File: config.mk
export PLATFORM = sky130hd
export DESIGN_NAME = rv_core_top
export DESIGN_NICKNAME = d
export VERILOG_FILES = /design/src/verilog/rv_pkg.sv /design/src/verilog/rv_core_top.sv /design/src/verilog/rv_execute.sv /design/src/verilog/rv_branch.sv /design/src/verilog/rv_alu.sv /design/src/verilog/rv_regfile.sv /design/src/verilog/rv_decode.sv /design/src/verilog/rv_issue_queue.sv
export SDC_FILE = /design/constraint.sdc
export NUM_CORES = 2
export LEC_CHECK = 0
export BUFFER_PORTS_ARGS = -buffer_cell sky130_fd_sc_hd__buf_2
export CORE_MARGIN = 2
export CORE_UTILIZATION = 35
export DETAILED_ROUTE_END_ITERATION = 7
export HOLD_SLACK_MARGIN = 0.02
export PLACE_DENSITY = 0.5
export SKIP_LAST_GASP = 1
export SLEW_MARGIN = 20
export SYNTH_ARGS = -nofsm -noshare
export SYNTH_HDL_FRONTEND = slang
export SYNTH_HIERARCHICAL = 1
export SYNTH_SLANG_ARGS = --single-unit
File: constraint.sdc
create_clock -name clk -period 24.6 [get_ports clk]
set_input_delay 2.46 -clock clk [delete_from_list [all_inputs] [get_ports clk]]
set_output_delay 2.46 -clock clk [all_outputs]
set_load 0.005 [all_outputs]
File: src/verilog/rv_pkg.sv
`default_nettype none

package rv_pkg;

    localparam int XLEN           = 32;
    localparam int QUEUE_DEPTH    = 4;
    localparam int RETIRE_CREDITS = 2;
    localparam int QPTR_W         = $clog2(QUEUE_DEPTH);
    localparam int RCNT_W         = $clog2(RETIRE_CREDITS + 1);

    // Major opcodes, full 7 bits so that compressed encodings fall out as illegal.
    localparam logic [6:0] OPC_LOAD   = 7'b0000011;
    localparam logic [6:0] OPC_STORE  = 7'b0100011;
    localparam logic [6:0] OPC_OP_IMM = 7'b0010011;
    localparam logic [6:0] OPC_OP     = 7'b0110011;
    localparam logic [6:0] OPC_LUI    = 7'b0110111;
    localparam logic [6:0] OPC_AUIPC  = 7'b0010111;
    localparam logic [6:0] OPC_BRANCH = 7'b1100011;
    localparam logic [6:0] OPC_JAL    = 7'b1101111;
    localparam logic [6:0] OPC_JALR   = 7'b1100111;

    typedef enum logic [5:0] {
        OP_ADD, OP_SUB, OP_SLL, OP_SLT, OP_SLTU,
        OP_XOR, OP_SRL, OP_SRA, OP_OR, OP_AND,
        OP_ADDI, OP_SLTI, OP_SLTIU, OP_XORI, OP_ORI,
        OP_ANDI, OP_SLLI, OP_SRLI, OP_SRAI,
        OP_LUI, OP_AUIPC,
        OP_BEQ, OP_BNE, OP_BLT, OP_BGE, OP_BLTU, OP_BGEU,
        OP_JAL, OP_JALR,
        OP_LB, OP_LH, OP_LW, OP_LBU, OP_LHU,
        OP_SB, OP_SH, OP_SW,
        OP_ILLEGAL
    } op_e;

    typedef enum logic [2:0] {
        FMT_R,
        FMT_I,
        FMT_S,
        FMT_B,
        FMT_U,
        FMT_J,
        FMT_NONE
    } fmt_e;

    typedef struct packed {
        logic [XLEN-1:0] instr;
        logic [XLEN-1:0] pc;
    } instr_t;

    typedef struct packed {
        op_e             op;
        fmt_e            fmt;
        logic [4:0]      rs1;
        logic [4:0]      rs2;
        logic [4:0]      rd;
        logic            rs1_valid;
        logic            rs2_valid;
        logic            rd_valid;
        logic [XLEN-1:0] imm;
    } decoded_t;

    typedef struct packed {
        logic [XLEN-1:0] pc;
        logic [4:0]      rd;
        logic            rd_we;
        logic [XLEN-1:0] rd_value;
        logic [XLEN-1:0] next_pc;
        logic            illegal;
    } retire_t;

endpackage

`default_nettype wire
File: src/verilog/rv_core_top.sv
`timescale 1ns/1ps
`default_nettype none

module rv_core_top (
    input  logic            clk,
    input  logic            rst_n,
    input  logic            in_valid,
    input  rv_pkg::instr_t  in_data,
    output logic            in_credit,
    output logic            retire_valid,
    output rv_pkg::retire_t retire_data,
    input  logic            retire_credit
);
    import rv_pkg::*;

    instr_t          head;
    logic            head_valid;
    logic            pop;
    decoded_t        dec;
    logic [XLEN-1:0] rdata1;
    logic [XLEN-1:0] rdata2;
    logic            rf_we;
    logic [4:0]      rf_waddr;
    logic [XLEN-1:0] rf_wdata;

    rv_issue_queue u_queue (
        .clk        (clk),
        .rst_n      (rst_n),
        .in_valid   (in_valid),
        .in_data    (in_data),
        .pop        (pop),
        .head       (head),
        .head_valid (head_valid),
        .in_credit  (in_credit)
    );

    rv_decode u_decode (
        .instr (head.instr),
        .dec   (dec)
    );

    rv_regfile u_regfile (
        .clk    (clk),
        .rst_n  (rst_n),
        .raddr1 (dec.rs1),
        .raddr2 (dec.rs2),
        .rdata1 (rdata1),
        .rdata2 (rdata2),
        .we     (rf_we),
        .waddr  (rf_waddr),
        .wdata  (rf_wdata)
    );

    rv_execute u_execute (
        .clk           (clk),
        .rst_n         (rst_n),
        .head_valid    (head_valid),
        .head_pc       (head.pc),
        .dec           (dec),
        .rdata1        (rdata1),
        .rdata2        (rdata2),
        .pop           (pop),
        .we            (rf_we),
        .waddr         (rf_waddr),
        .wdata         (rf_wdata),
        .retire_valid  (retire_valid),
        .retire_data   (retire_data),
        .retire_credit (retire_credit)
    );

endmodule

`default_nettype wire

File: src/verilog/rv_execute.sv
`timescale 1ns/1ps
`default_nettype none

module rv_execute (
    input  logic             clk,
    input  logic             rst_n,
    input  logic             head_valid,
    input  logic [31:0]      head_pc,
    input  rv_pkg::decoded_t dec,
    input  logic [31:0]      rdata1,
    input  logic [31:0]      rdata2,
    output logic             pop,
    output logic             we,
    output logic [4:0]       waddr,
    output logic [31:0]      wdata,
    output logic             retire_valid,
    output rv_pkg::retire_t  retire_data,
    input  logic             retire_credit
);
    import rv_pkg::*;

    logic              ex_valid;
    logic [XLEN-1:0]   ex_pc;
    op_e               ex_op;
    logic [4:0]        ex_rd;
    logic              ex_rd_valid;
    logic              ex_use_imm;
    logic [XLEN-1:0]   ex_a;
    logic [XLEN-1:0]   ex_b;
    logic [XLEN-1:0]   ex_imm;
    logic [RCNT_W-1:0] credit_cnt;
    logic [RCNT_W-1:0] credit_avail;
    logic              fire;
    logic [XLEN-1:0]   alu_b;
    logic [XLEN-1:0]   alu_result;
    logic [XLEN-1:0]   next_pc;
    logic [XLEN-1:0]   link;
    logic              illegal;
    logic              rd_we;
    logic [XLEN-1:0]   rd_value;

    // The record going out this cycle already holds one credit.
    assign credit_avail = credit_cnt - RCNT_W'(retire_valid);
    assign fire         = ex_valid && (credit_avail != '0);
    assign pop          = head_valid && (!ex_valid || fire);

    always_ff @(posedge clk) begin
        if (!rst_n) begin
            ex_valid <= 1'b0;
        end else if (pop) begin
            ex_valid <= 1'b1;
        end else if (fire) begin
            ex_valid <= 1'b0;
        end
    end

    always_ff @(posedge clk) begin
        if (pop) begin
            ex_pc       <= head_pc;
            ex_op       <= dec.op;
            ex_rd       <= dec.rd;
            ex_rd_valid <= dec.rd_valid;
            ex_use_imm  <= dec.fmt inside {FMT_I, FMT_U};
            ex_a        <= dec.rs1_valid ? rdata1 : '0;
            ex_b        <= dec.rs2_valid ? rdata2 : '0;
            ex_imm      <= dec.imm;
        end
    end

    assign alu_b = ex_use_imm ? ex_imm : ex_b;

    rv_alu u_alu (
        .op     (ex_op),
        .a      (ex_a),
        .b      (alu_b),
        .pc     (ex_pc),
        .result (alu_result)
    );

    rv_branch u_branch (
        .op      (ex_op),
        .a       (ex_a),
        .b       (ex_b),
        .pc      (ex_pc),
        .imm     (ex_imm),
        .next_pc (next_pc),
        .link    (link)
    );

    // No data memory, so loads and stores retire as illegal.
    assign illegal  = (ex_op == OP_ILLEGAL) || (ex_op inside {[OP_LB:OP_SW]});
    assign rd_we    = ex_rd_valid && (ex_rd != 5'd0) && !illegal;
    assign rd_value = !rd_we ? '0 : (ex_op inside {OP_JAL, OP_JALR}) ? link : alu_result;

    assign we    = fire && rd_we;
    assign waddr = ex_rd;
    assign wdata = rd_value;

    always_ff @(posedge clk) begin
        if (!rst_n) begin
            retire_valid <= 1'b0;
            credit_cnt   <= RCNT_W'(RETIRE_CREDITS);
        end else begin
            retire_valid <= fire;
            credit_cnt   <= credit_cnt - RCNT_W'(retire_valid) + RCNT_W'(retire_credit);
        end
    end

    always_ff @(posedge clk) begin
        if (fire) begin
            retire_data.pc       <= ex_pc;
            retire_data.rd       <= ex_rd;
            retire_data.rd_we    <= rd_we;
            retire_data.rd_value <= rd_value;
            retire_data.next_pc  <= next_pc;
            retire_data.illegal  <= illegal;
        end
    end

    // Consumer returns no more credits than were handed out.
    a_credit_bound: assert property (@(posedge clk) disable iff (!rst_n)
        credit_cnt <= RETIRE_CREDITS);

    a_retire_on_credit: assert property (@(posedge clk) disable iff (!rst_n)
        retire_valid |-> (credit_cnt != '0));

endmodule

`default_nettype wire

File: src/verilog/rv_branch.sv
`timescale 1ns/1ps
`default_nettype none

module rv_branch (
    input  rv_pkg::op_e op,
    input  logic [31:0] a,
    input  logic [31:0] b,
    input  logic [31:0] pc,
    input  logic [31:0] imm,
    output logic [31:0] next_pc,
    output logic [31:0] link
);
    import rv_pkg::*;

    logic        taken;
    logic [31:0] jalr_target;

    assign link        = pc + 32'd4;
    assign jalr_target = (a + imm) & ~32'd1;

    always_comb begin
        case (op)
            OP_BEQ:  taken = (a == b);
            OP_BNE:  taken = (a != b);
            OP_BLT:  taken = ($signed(a) < $signed(b));
            OP_BGE:  taken = ($signed(a) >= $signed(b));
            OP_BLTU: taken = (a < b);
            OP_BGEU: taken = (a >= b);
            OP_JAL:  taken = 1'b1;
            default: taken = 1'b0;
        endcase

        if (op == OP_JALR) begin
            next_pc = jalr_target;
        end else if (taken) begin
            next_pc = pc + imm;
        end else begin
            next_pc = link; // Fall through.
        end
    end

endmodule

`default_nettype wire

File: src/verilog/rv_alu.sv
`timescale 1ns/1ps
`default_nettype none

module rv_alu (
    input  rv_pkg::op_e op,
    input  logic [31:0] a,
    input  logic [31:0] b,
    input  logic [31:0] pc,
    output logic [31:0] result
);
    import rv_pkg::*;

    logic [4:0] shamt;

    assign shamt = b[4:0];

    always_comb begin
        case (op)
            OP_ADD, OP_ADDI:   result = a + b;
            OP_SUB:            result = a - b;
            OP_SLL, OP_SLLI:   result = a << shamt;
            OP_SLT, OP_SLTI:   result = {31'b0, $signed(a) < $signed(b)};
            OP_SLTU, OP_SLTIU: result = {31'b0, a < b};
            OP_XOR, OP_XORI:   result = a ^ b;
            OP_SRL, OP_SRLI:   result = a >> shamt;
            OP_SRA, OP_SRAI:   result = $unsigned($signed(a) >>> shamt);
            OP_OR, OP_ORI:     result = a | b;
            OP_AND, OP_ANDI:   result = a & b;
            OP_LUI:            result = b;
            OP_AUIPC:          result = pc + b;
            default:           result = '0; // Branches, jumps and memory ops.
        endcase
    end

endmodule

`default_nettype wire

File: src/verilog/rv_regfile.sv
`timescale 1ns/1ps
`default_nettype none

module rv_regfile (
    input  logic        clk,
    input  logic        rst_n,
    input  logic [4:0]  raddr1,
    input  logic [4:0]  raddr2,
    output logic [31:0] rdata1,
    output logic [31:0] rdata2,
    input  logic        we,
    input  logic [4:0]  waddr,
    input  logic [31:0] wdata
);

    logic [31:0] regs [1:31]; // x0 is not stored.

    always_ff @(posedge clk) begin
        if (!rst_n) begin
            for (int i = 1; i < 32; i++) begin
                regs[i] <= '0;
            end
        end else if (we && (waddr != 5'd0)) begin
            regs[waddr] <= wdata;
        end
    end

    // Same-cycle write is forwarded to the reader.
    always_comb begin
        rdata1 = (raddr1 == 5'd0) ? '0 : (we && (waddr == raddr1)) ? wdata : regs[raddr1];
        rdata2 = (raddr2 == 5'd0) ? '0 : (we && (waddr == raddr2)) ? wdata : regs[raddr2];
    end

endmodule

`default_nettype wire

File: src/verilog/rv_decode.sv
`timescale 1ns/1ps
`default_nettype none

module rv_decode (
    input  logic [31:0]      instr,
    output rv_pkg::decoded_t dec
);
    import rv_pkg::*;

    logic [6:0]  opcode;
    logic [2:0]  funct3;
    logic        f7_b30;
    fmt_e        fmt;
    op_e         op;
    logic [31:0] imm;

    assign opcode = instr[6:0];
    assign funct3 = instr[14:12];
    assign f7_b30 = instr[30];

    always_comb begin
        case (opcode)
            OPC_OP:                        fmt = FMT_R;
            OPC_OP_IMM, OPC_LOAD, OPC_JALR: fmt = FMT_I;
            OPC_STORE:                     fmt = FMT_S;
            OPC_BRANCH:                    fmt = FMT_B;
            OPC_LUI, OPC_AUIPC:            fmt = FMT_U;
            OPC_JAL:                       fmt = FMT_J;
            default:                       fmt = FMT_NONE;
        endcase

        case (fmt)
            FMT_I:   imm = {{20{instr[31]}}, instr[31:20]};
            FMT_S:   imm = {{20{instr[31]}}, instr[31:25], instr[11:7]};
            FMT_B:   imm = {{20{instr[31]}}, instr[7], instr[30:25], instr[11:8], 1'b0};
            FMT_U:   imm = {instr[31:12], 12'b0};
            FMT_J:   imm = {{12{instr[31]}}, instr[19:12], instr[20], instr[30:21], 1'b0};
            default: imm = '0;
        endcase

        op = OP_ILLEGAL;
        case (opcode)
            OPC_LOAD: begin
                case (funct3)
                    3'b000:  op = OP_LB;
                    3'b001:  op = OP_LH;
                    3'b010:  op = OP_LW;
                    3'b100:  op = OP_LBU;
                    3'b101:  op = OP_LHU;
                    default: op = OP_ILLEGAL;
                endcase
            end
            OPC_STORE: begin
                case (funct3)
                    3'b000:  op = OP_SB;
                    3'b001:  op = OP_SH;
                    3'b010:  op = OP_SW;
                    default: op = OP_ILLEGAL;
                endcase
            end
            OPC_OP_IMM: begin
                case (funct3)
                    3'b000:  op = OP_ADDI;
                    3'b010:  op = OP_SLTI;
                    3'b011:  op = OP_SLTIU;
                    3'b100:  op = OP_XORI;
                    3'b110:  op = OP_ORI;
                    3'b111:  op = OP_ANDI;
                    3'b001:  op = f7_b30 ? OP_ILLEGAL : OP_SLLI;
                    default: op = f7_b30 ? OP_SRAI : OP_SRLI;
                endcase
            end
            OPC_OP: begin
                case ({f7_b30, funct3})
                    4'b0_000: op = OP_ADD;
                    4'b1_000: op = OP_SUB;
                    4'b0_001: op = OP_SLL;
                    4'b0_010: op = OP_SLT;
                    4'b0_011: op = OP_SLTU;
                    4'b0_100: op = OP_XOR;
                    4'b0_101: op = OP_SRL;
                    4'b1_101: op = OP_SRA;
                    4'b0_110: op = OP_OR;
                    4'b0_111: op = OP_AND;
                    default:  op = OP_ILLEGAL;
                endcase
            end
            OPC_BRANCH: begin
                case (funct3)
                    3'b000:  op = OP_BEQ;
                    3'b001:  op = OP_BNE;
                    3'b100:  op = OP_BLT;
                    3'b101:  op = OP_BGE;
                    3'b110:  op = OP_BLTU;
                    3'b111:  op = OP_BGEU;
                    default: op = OP_ILLEGAL;
                endcase
            end
            OPC_LUI:   op = OP_LUI;
            OPC_AUIPC: op = OP_AUIPC;
            OPC_JAL:   op = OP_JAL;
            OPC_JALR:  op = (funct3 == 3'b000) ? OP_JALR : OP_ILLEGAL;
            default:   op = OP_ILLEGAL;
        endcase

        dec.op        = op;
        dec.fmt       = fmt;
        dec.rs1       = instr[19:15];
        dec.rs2       = instr[24:20];
        dec.rd        = instr[11:7];
        dec.rs1_valid = fmt inside {FMT_R, FMT_I, FMT_S, FMT_B};
        dec.rs2_valid = fmt inside {FMT_R, FMT_S, FMT_B};
        dec.rd_valid  = fmt inside {FMT_R, FMT_I, FMT_U, FMT_J};
        dec.imm       = imm;
    end

endmodule

`default_nettype wire

File: src/verilog/rv_issue_queue.sv
`timescale 1ns/1ps
`default_nettype none

module rv_issue_queue (
    input  logic           clk,
    input  logic           rst_n,
    input  logic           in_valid,
    input  rv_pkg::instr_t in_data,
    input  logic           pop,
    output rv_pkg::instr_t head,
    output logic           head_valid,
    output logic           in_credit
);
    import rv_pkg::*;

    instr_t            mem [QUEUE_DEPTH];
    logic [QPTR_W-1:0] wr_ptr;
    logic [QPTR_W-1:0] rd_ptr;
    logic [QPTR_W:0]   count;

    always_ff @(posedge clk) begin
        if (in_valid) begin
            mem[wr_ptr] <= in_data;
        end
    end

    always_ff @(posedge clk) begin
        if (!rst_n) begin
            wr_ptr    <= '0;
            rd_ptr    <= '0;
            count     <= '0;
            in_credit <= 1'b0;
        end else begin
            if (in_valid) begin
                wr_ptr <= wr_ptr + 1'b1; // Depth is a power of two.
            end
            if (pop) begin
                rd_ptr <= rd_ptr + 1'b1;
            end
            case ({in_valid, pop})
                2'b10:   count <= count + 1'b1;
                2'b01:   count <= count - 1'b1;
                default: count <= count;
            endcase
            in_credit <= pop; // One credit back per consumed entry.
        end
    end

    assign head       = mem[rd_ptr];
    assign head_valid = (count != '0);

    // The sender only sends on a credit, so a full queue never sees in_valid.
    a_no_overflow: assert property (@(posedge clk) disable iff (!rst_n)
        in_valid |-> (count < QUEUE_DEPTH));

endmodule

`default_nettype wire

== Word level (Yosys, flattened, before mapping) ==
Memory sizes are Yosys's and may differ from the RTL's. A register that Yosys moved wholly into a read port is not among the register bits.
Index checks and enable logic that the tools add are counted.
Word-level totals
  bits in read-only memories: 80
  memory bits (writable): 1248
  logic and storage cells: 184
  input port bits: 68
  register bits: 256
  output and inout bits: 105
  memories: 3
Memory list
  u_regfile.regs: depth 31, bits a word 32, read ports 2, clocked after Yosys merged registers in 0, write ports 31, line rv_regfile.sv:16  | logic [31:0] regs [1:31];
  u_queue.mem: depth 4, bits a word 64, read ports 1, clocked after Yosys merged registers in 1, write ports 1, line rv_issue_queue.sv:16  | instr_t mem [QUEUE_DEPTH];
  (no name shown): depth 16, bits a word 5, read ports 1, clocked after Yosys merged registers in 0, write ports 0, line rv_decode.sv:74  | case ({f7_b30, funct3})
Operators by class
  multiplexer cells: 33
  shift-type cells: 3
  bitwise operators: 5
  add/sub/neg operators: 12
  reduce and logical (&&, ||, !) cells: 42
  eq/ne operators: 56
  magnitude comparators: 8
Operator list (number)
  case mux 32 bit (12 select lines): 1
  2-to-1 mux 32 bit: 8
  case mux 32 bit (5 select lines): 1
  adder 32 bit: 4
  less-than comparator 32 bit: 4
  == test 6 x 5 -> 1 bit, second input constant: 13
  greater-or-equal comparator 32 bit: 2
  case mux 6 bit (9 select lines): 1
  == test 6 x 4 -> 1 bit, second input constant: 8
  case mux 6 bit (7 select lines): 1
  case mux 6 bit (6 select lines): 1
  adder 32 x 3 -> 32 bit, second input constant: 1
  bitwise AND 32 bit: 1
  == test 32 bit: 1
  != test 32 bit: 1
  bitwise OR 32 bit: 1
  OR reduction 32 bit: 1
  << shifter 32 x 5 -> 32 bit: 1
  >> shifter 32 x 5 -> 32 bit: 1
  >>> shifter 32 x 5 -> 32 bit: 1
  subtractor 32 bit: 1
  bitwise XOR 32 bit: 1
  case mux 6 bit (5 select lines): 1
  == test 6 x 3 -> 1 bit, second input constant: 4
  41 further kinds: 99

== Depth between registers and ports, before layout ==
  depth after elaboration: 12
  depth in mapped cells: 21
  gate-level depth less buffers: 19

== By module ==
Netlist, hierarchy kept.
By module, submodules not included
  rv_regfile: seq. area each 30749.5 um2, times used 1, area each 55353.1 um2, cells an instance 3816
  rv_alu: seq. area each 0.0 um2, times used 1, area each 9950.8 um2, cells an instance 1452
  rv_execute: seq. area each 7407.1 um2, times used 1, area each 9873.2 um2, cells an instance 539
  rv_issue_queue: seq. area each 7887.6 um2, times used 1, area each 9771.9 um2, cells an instance 377
  rv_branch: seq. area each 0.0 um2, times used 1, area each 4908.5 um2, cells an instance 716
  rv_decode: seq. area each 0.0 um2, times used 1, area each 1321.3 um2, cells an instance 208

== Worst setup path before layout ==
Ideal clock, no wire load.
  kind: register to register
  start point: reg u_execute.retire_valid
  end point: reg u_queue.count[2]
  path buffers: 0
  required time: 24.524 ns
  setup slack: 14.208 ns
  setup time: 0.076 ns
  arrival time: 10.317 ns
  clock period less this slack: 10.392 ns
  cell stages (with the launch flop): 8
  path through: dfxtp_1 ha_1 a31oi_1 ha_1 fa_1 xnor2_1 or3_1 a21boi_0
Between the ends
  longest elaborated chain between the ends: 7
  elaborated cells between the ends (all ways): 9
  classes of those cells: add/sub: 1; eq/ne: 2; mux: 1; reduce/logical: 5
Ends and longest elaborated chain
  start: declaration: line rv_execute.sv:16  | output logic retire_valid,
  start signal: assignment: line rv_execute.sv:104  | retire_valid <= fire;
  subtractor 2 x 1 -> 2 bit *: line rv_execute.sv:43  | assign credit_avail = credit_cnt - RCNT_W'(retire_valid);
  nonzero test 2 bit *: line rv_execute.sv:44  | assign fire = ex_valid && (credit_avail != '0);
  logical AND 1 bit *: line rv_execute.sv:44
  logical OR 1 bit *: line rv_execute.sv:45  | assign pop = head_valid && (!ex_valid || fire);
  logical AND 1 bit *: line rv_execute.sv:45
  named net pop: line rv_core_top.sv:18  | logic pop;
  == test 2 x 1 -> 1 bit / == test 2 bit (equally long branches): line rv_issue_queue.sv:40  | case ({in_valid, pop})
  case mux 3 bit (2 select lines) / nonzero test 2 bit (equally long branches)
  end signal: assignment: line rv_issue_queue.sv:41  | 2'b10: count <= count + 1'b1;
  end signal: assignment: line rv_issue_queue.sv:42  | 2'b01: count <= count - 1'b1;
  end signal: assignment: line rv_issue_queue.sv:43  | default: count <= count;
  end: declaration: line rv_issue_queue.sv:19  | logic [QPTR_W:0] count;
Mark *: on every way through the listed nets, which the timed path passes. The rest lies on a longest branch.
A chain may end at the register's enable or synchronous reset.

== Worst setup path in the final report ==
  start point: reg u_execute.ex_use_imm
  end point: reg u_execute.ex_a[0] (data pin)
Between the ends
  longest elaborated chain between the ends: 6
  elaborated cells between the ends (all ways): 16
  classes of those cells: add/sub: 3; order compare: 2; shift: 3; mux: 5; bitwise: 3
Ends and longest elaborated chain
  start: declaration: line rv_execute.sv:27  | logic ex_use_imm;
  start signal: assignment: line rv_execute.sv:63  | ex_use_imm <= dec.fmt inside {FMT_I, FMT_U};
  2-to-1 mux 32 bit *: line rv_execute.sv:70  | assign alu_b = ex_use_imm ? ex_imm : ex_b;
  named net u_execute.alu_b[0]: line rv_execute.sv:34  | logic [XLEN-1:0] alu_b;
  adder 32 bit (tied with other cells): line rv_alu.sv:30  | OP_AUIPC: result = pc + b;
  case mux 32 bit (12 select lines) *: line rv_alu.sv:18  | case (op)
  named net u_execute.alu_result[0]: line rv_execute.sv:35  | logic [XLEN-1:0] alu_result;
  2-to-1 mux 32 bit * (2 in series): line rv_execute.sv:93  | assign rd_value = !rd_we ? '0 : (ex_op inside {OP_JAL, OP_JALR}) ? link : alu_result;
  named net rf_wdata[0]: line rv_core_top.sv:24  | logic [XLEN-1:0] rf_wdata;
  2-to-1 mux 32 bit *: line rv_regfile.sv:30  | rdata1 = (raddr1 == 5'd0) ? '0 : (we && (waddr == raddr1)) ? wdata : regs[raddr1];
  end signal: assignment: line rv_execute.sv:64  | ex_a <= dec.rs1_valid ? rdata1 : '0;
  end: declaration: line rv_execute.sv:28  | logic [XLEN-1:0] ex_a;
Marks and branches as above.

==> flow_metrics.py <==
metrics = {
    "outcome": {
        "status": "finished, final reports clean",
    },
    "placed_design": {
        "io_buffers": 172,
        "place_area_sq_um": 95700,
        "place_congestion": 0.955,
        "dp_hpwl_um": 234000,
    },
    "route": {
        "dr.pass1.iters": 8,
        "drt_iter0_drc": 8149,
        "wl_per_cell_um": 33.8,
        "drt-vias-per-instance": 6.05,
        "drc": 0,
        "vias": 64400,
        "routed_wl_um": 359000,
        "drt.antenna.violating_nets": 0,
    },
    "worst_setup_path": {
        "r2r_start": "u_execute/ex_use_imm",
        "cp_cell_sequence": "buf_4 > mux2_4 > buf_4 > ha_1 > fa_1 > o21bai_1 > nand3b_1 > o211ai_1 > o311ai_2 > a21oi_1 > nor2_1 > o21ai_0 > o21ai_0 > a31o_1 > nor2_1 > a2111oi_4 > buf_4 > o221a_2 > and2_1",
        "path_buf_inv": 3,
        "required_ps": 25340,
        "cp-startpoint": "u_execute/ex_use_imm",
        "cp_data_arrival_time_ps": 7330,
        "worstSetupPathType": "reg2reg",
        "cp-start-kind": "register",
        "slowest_delay_ps": 700,
        "end_kind": "register",
        "cp_top_family": "compound AO/OA/AOI/OAI gates",
        "crit_fanout": 56,
        "crit_top_cell": "buf_4",
        "slowest_stage": "buf_4",
    },
    "grt": {
        "grt_max_degree": 114,
        "grt_pass1_vias": 63400,
        "antenna_found_initial": 39,
        "grt_pass1_wl_um": 499000,
        "grtUsageTotal_pct": 26.5,
        "gr-total-overflow": 0,
    },
    "yosys": {
        "ys_ff_latch": 1538,
        "synth_area_per_cell_sq_um": 12.8,
        "synth_compound_area_share_pct": 11.2,
        "ys_seq_area_share_pct": 50.5,
        "netlist_area_sq_um": 91200,
        "synth_top_family_by_area": "multiplexers",
        "ys_warn_count": 6,
        "synth.mux.area_fraction_pct": 16.9,
        "synthSimpleGateAreaFrac_pct": 12.3,
        "synthFlopType": "edfxtp_1",
        "synth_cell_types": 120,
        "synthAdderAreaFrac_pct": 3.42,
        "synth-edff-count": 1524,
        "synthArstFlopShare_pct": 0,
        "syn-instance-count": 7108,
        "synth-xor-area-share_pct": 1.49,
    },
    "sta": {
        "fmax_mhz": 152,
        "hold_viol_final": 0,
        "rsz0062_at_grt": "no",
        "fin_crit_sh_pct": 26.8,
        "setup-tns-final_ps": 0,
        "finalClockSkew_ps": 77.1,
        "max_slew.worst_pin.slew_ps": 1210,
        "final-setup-viol-count": 0,
        "slew_headroom_pct": 19.4,
        "slew_violations": 0,
        "post-route-min-period_ps": 6580,
    },
    "final_layout": {
        "nFillCells": 24500,
        "areaGrowthSynthToFinish_pct": 10.7,
        "final_util_pct": 39.0,
        "final_nets": 7409,
        "finish.instance_area_sq_um": 101000,
        "drive_gt1_share_pct": 18.4,
    },
    "power_and_ir_drop": {
        "ir_drop_v": 0.0000809,
        "p_leak_nw": 36.7,
        "powerDensity_nw_per_um2": 128,
        "p_total_w": 0.0130,
    },
    "run": {
        "cap_violations": 0,
    },
    "floorplanning": {
        "dieArea_sq_um": 265000,
        "rows": 187,
        "core_area_sq_um": 259000,
        "die_w_um": 514,
        "fp.dieH_um": 514,
        "start_util_pct": 35.2,
        "io_pins": 173,
    },
    "clock_tree": {
        "cts_tree": "built",
        "clockBufferDepth": 3,
        "cts.sinks": 1538,
        "cts_resized": 0,
        "cts_setup_buffers": 0,
        "cts.clk_slew.worst_paths_ps": 60,
        "htreeDepth": 4,
        "ctsHoldBuffers": 0,
        "cts_inserted_buffers": 173,
        "clock_latency_ps": 880,
        "root_buffer": "clkbuf_16",
    },
    "worst_hold_path": {
        "min_from": "u_queue/count[2]",
        "hp-class": "reg2reg",
    },
}
## final cells by class
type                       count  area, sq um  share of cell area (%)
clock inverter                81          701                   0.694
sequential                  1538        46100                    45.6
antenna                       12         30.0                  0.0297
clock buffer                 223         4540                    4.49
inverter                     169          634                   0.628
multi-input combinational   4813        42200                    41.7
tap                         3402         4260                    4.22
timing repair buffer         400         2610                    2.59
## flip-flops by register name (all words and copies together), names as in the netlist, 3 cells and up, named ones only
name,count
u_regfile/regs,1024
u_execute/retire_data,103
u_execute/ex_pc,32
u_execute/ex_imm,32
u_execute/ex_op,6
u_execute/waddr,5
u_queue/count,3
u_queue/mem,256
u_execute/ex_b,32
u_execute/ex_a,32
## synthesized netlist by cell type (all sizes together), types with 15 or more instances
master   count  area, sq um
o221a       21          236
a21o        85          638
mux4       459        10500
a2111oi     51         1050
a211oi      99          748
edfxtp    1524        45800
xnor2      103          902
a32o        32          320
clkbuf     376         1410
a21oi      309         1560
a22oi      113          848
and2      1101         6890
ha         241         3020
o22ai       48          300
xor2        52          455
nand4       27          169
buf        243         1760
mux2i      391         3910
or2         15         96.4
a22o        19          166
nand3       66          330
nor3        41          226
o21bai      16          120
nand2b      24          150
o31ai       15          118
nor2       347         1300
nand2      291         1100
o221ai      52          455
a221oi      46          409
a221o       24          240
o21ai      277         1390
mux2        86          972
a31oi       28          196
o21a        21          159
and3        20          125
inv        167          627
o211ai      47          363
nor2b       36          225
## cell families after synthesis
logic type	Yosys count
buf+inv	788
mux	936
compound gates	1401
flops	1538
fa+ha+maj	246
other cells	1
xor+xnor	155
simple gates	2043
## cells in the final DEF, fill, tap and decap left out, types with 32 or more instances in the layout
| master | n |
|---|---|
| a2111oi_4 | 33 |
| a211oi_1 | 98 |
| a21o_1 | 85 |
| a21oi_1 | 303 |
| a221oi_1 | 45 |
| a22oi_1 | 113 |
| a32o_1 | 32 |
| and2_1 | 1092 |
| buf_2 | 171 |
| buf_4 | 226 |
| clkbuf_1 | 49 |
| clkbuf_16 | 174 |
| clkinv_1 | 32 |
| conb_1 | 32 |
| edfxtp_1 | 1524 |
| ha_1 | 241 |
| inv_1 | 163 |
| mux2_2 | 82 |
| mux2i_1 | 391 |
| mux4_1 | 39 |
| mux4_2 | 412 |
| nand2_1 | 290 |
| nand3_1 | 66 |
| nor2_1 | 312 |
| nor2b_1 | 33 |
| nor3_1 | 38 |
| o211ai_1 | 45 |
| o21ai_0 | 210 |
| o21ai_1 | 34 |
| o221ai_1 | 52 |
| o22ai_1 | 48 |
| xnor2_1 | 103 |
| xor2_1 | 52 |
## power breakdown
part | leakage, nW | switching, W | internal, W
Combinational | 18.8 | 0.00443 | 0.00243
Sequential | 15.4 | 0.000376 | 0.00326
Clock | 2.54 | 0.00111 | 0.00135
Total | 36.7 | 0.00591 | 0.00704
## path summary, 6_finish.rpt
| path | end | slack, ps | cells after the start |
|---|---|---|---|
| max | u_execute/ex_a[0] | 18020 | 19 |
| min | u_queue/count[2] | 490 | 2 |
| max reg2reg | u_execute/ex_a[0] | 18020 | 19 |
| min reg2reg | u_queue/count[2] | 490 | 2 |
## stage by stage
step | cells | hold slack [ps] | setup slack [ps]
floorplan | 7139 | 435 | 14210
global placement | 10300 | 474 | 18200
detailed placement | 10300 | 480 | 18170
CTS | 10600 | 489 | 18170
global route | 10600 | 556 | 17760
finish | 10600 | 488 | 18020
## worst register-to-register path, cell delays in order, from the launching register on
cell       delay, ps
edfxtp_1         330
buf_4            390
mux2_4           700
buf_4            710
ha_1             360
fa_1             250
o21bai_1         100
nand3b_1         100
o211ai_1         230
o311ai_2         580
a21oi_1          250
nor2_1           190
o21ai_0          190
o21ai_0          510
a31o_1           270
nor2_1            80
a2111oi_4        450
buf_4            440
o221a_2          280
and2_1           120
## per-layer routing
metal | global-route usage (%) | up-vias | routed length, um
met3 | 4.78 | 667 | 30100
met5 | 0 | - | 145
li1 | - | 27100 | -
met4 | 11.8 | 6 | 17700
met2 | 41.5 | 3243 | 163000
met1 | 36.0 | 33400 | 148000
No activity file was read; power rests on OpenSTA's default activity.
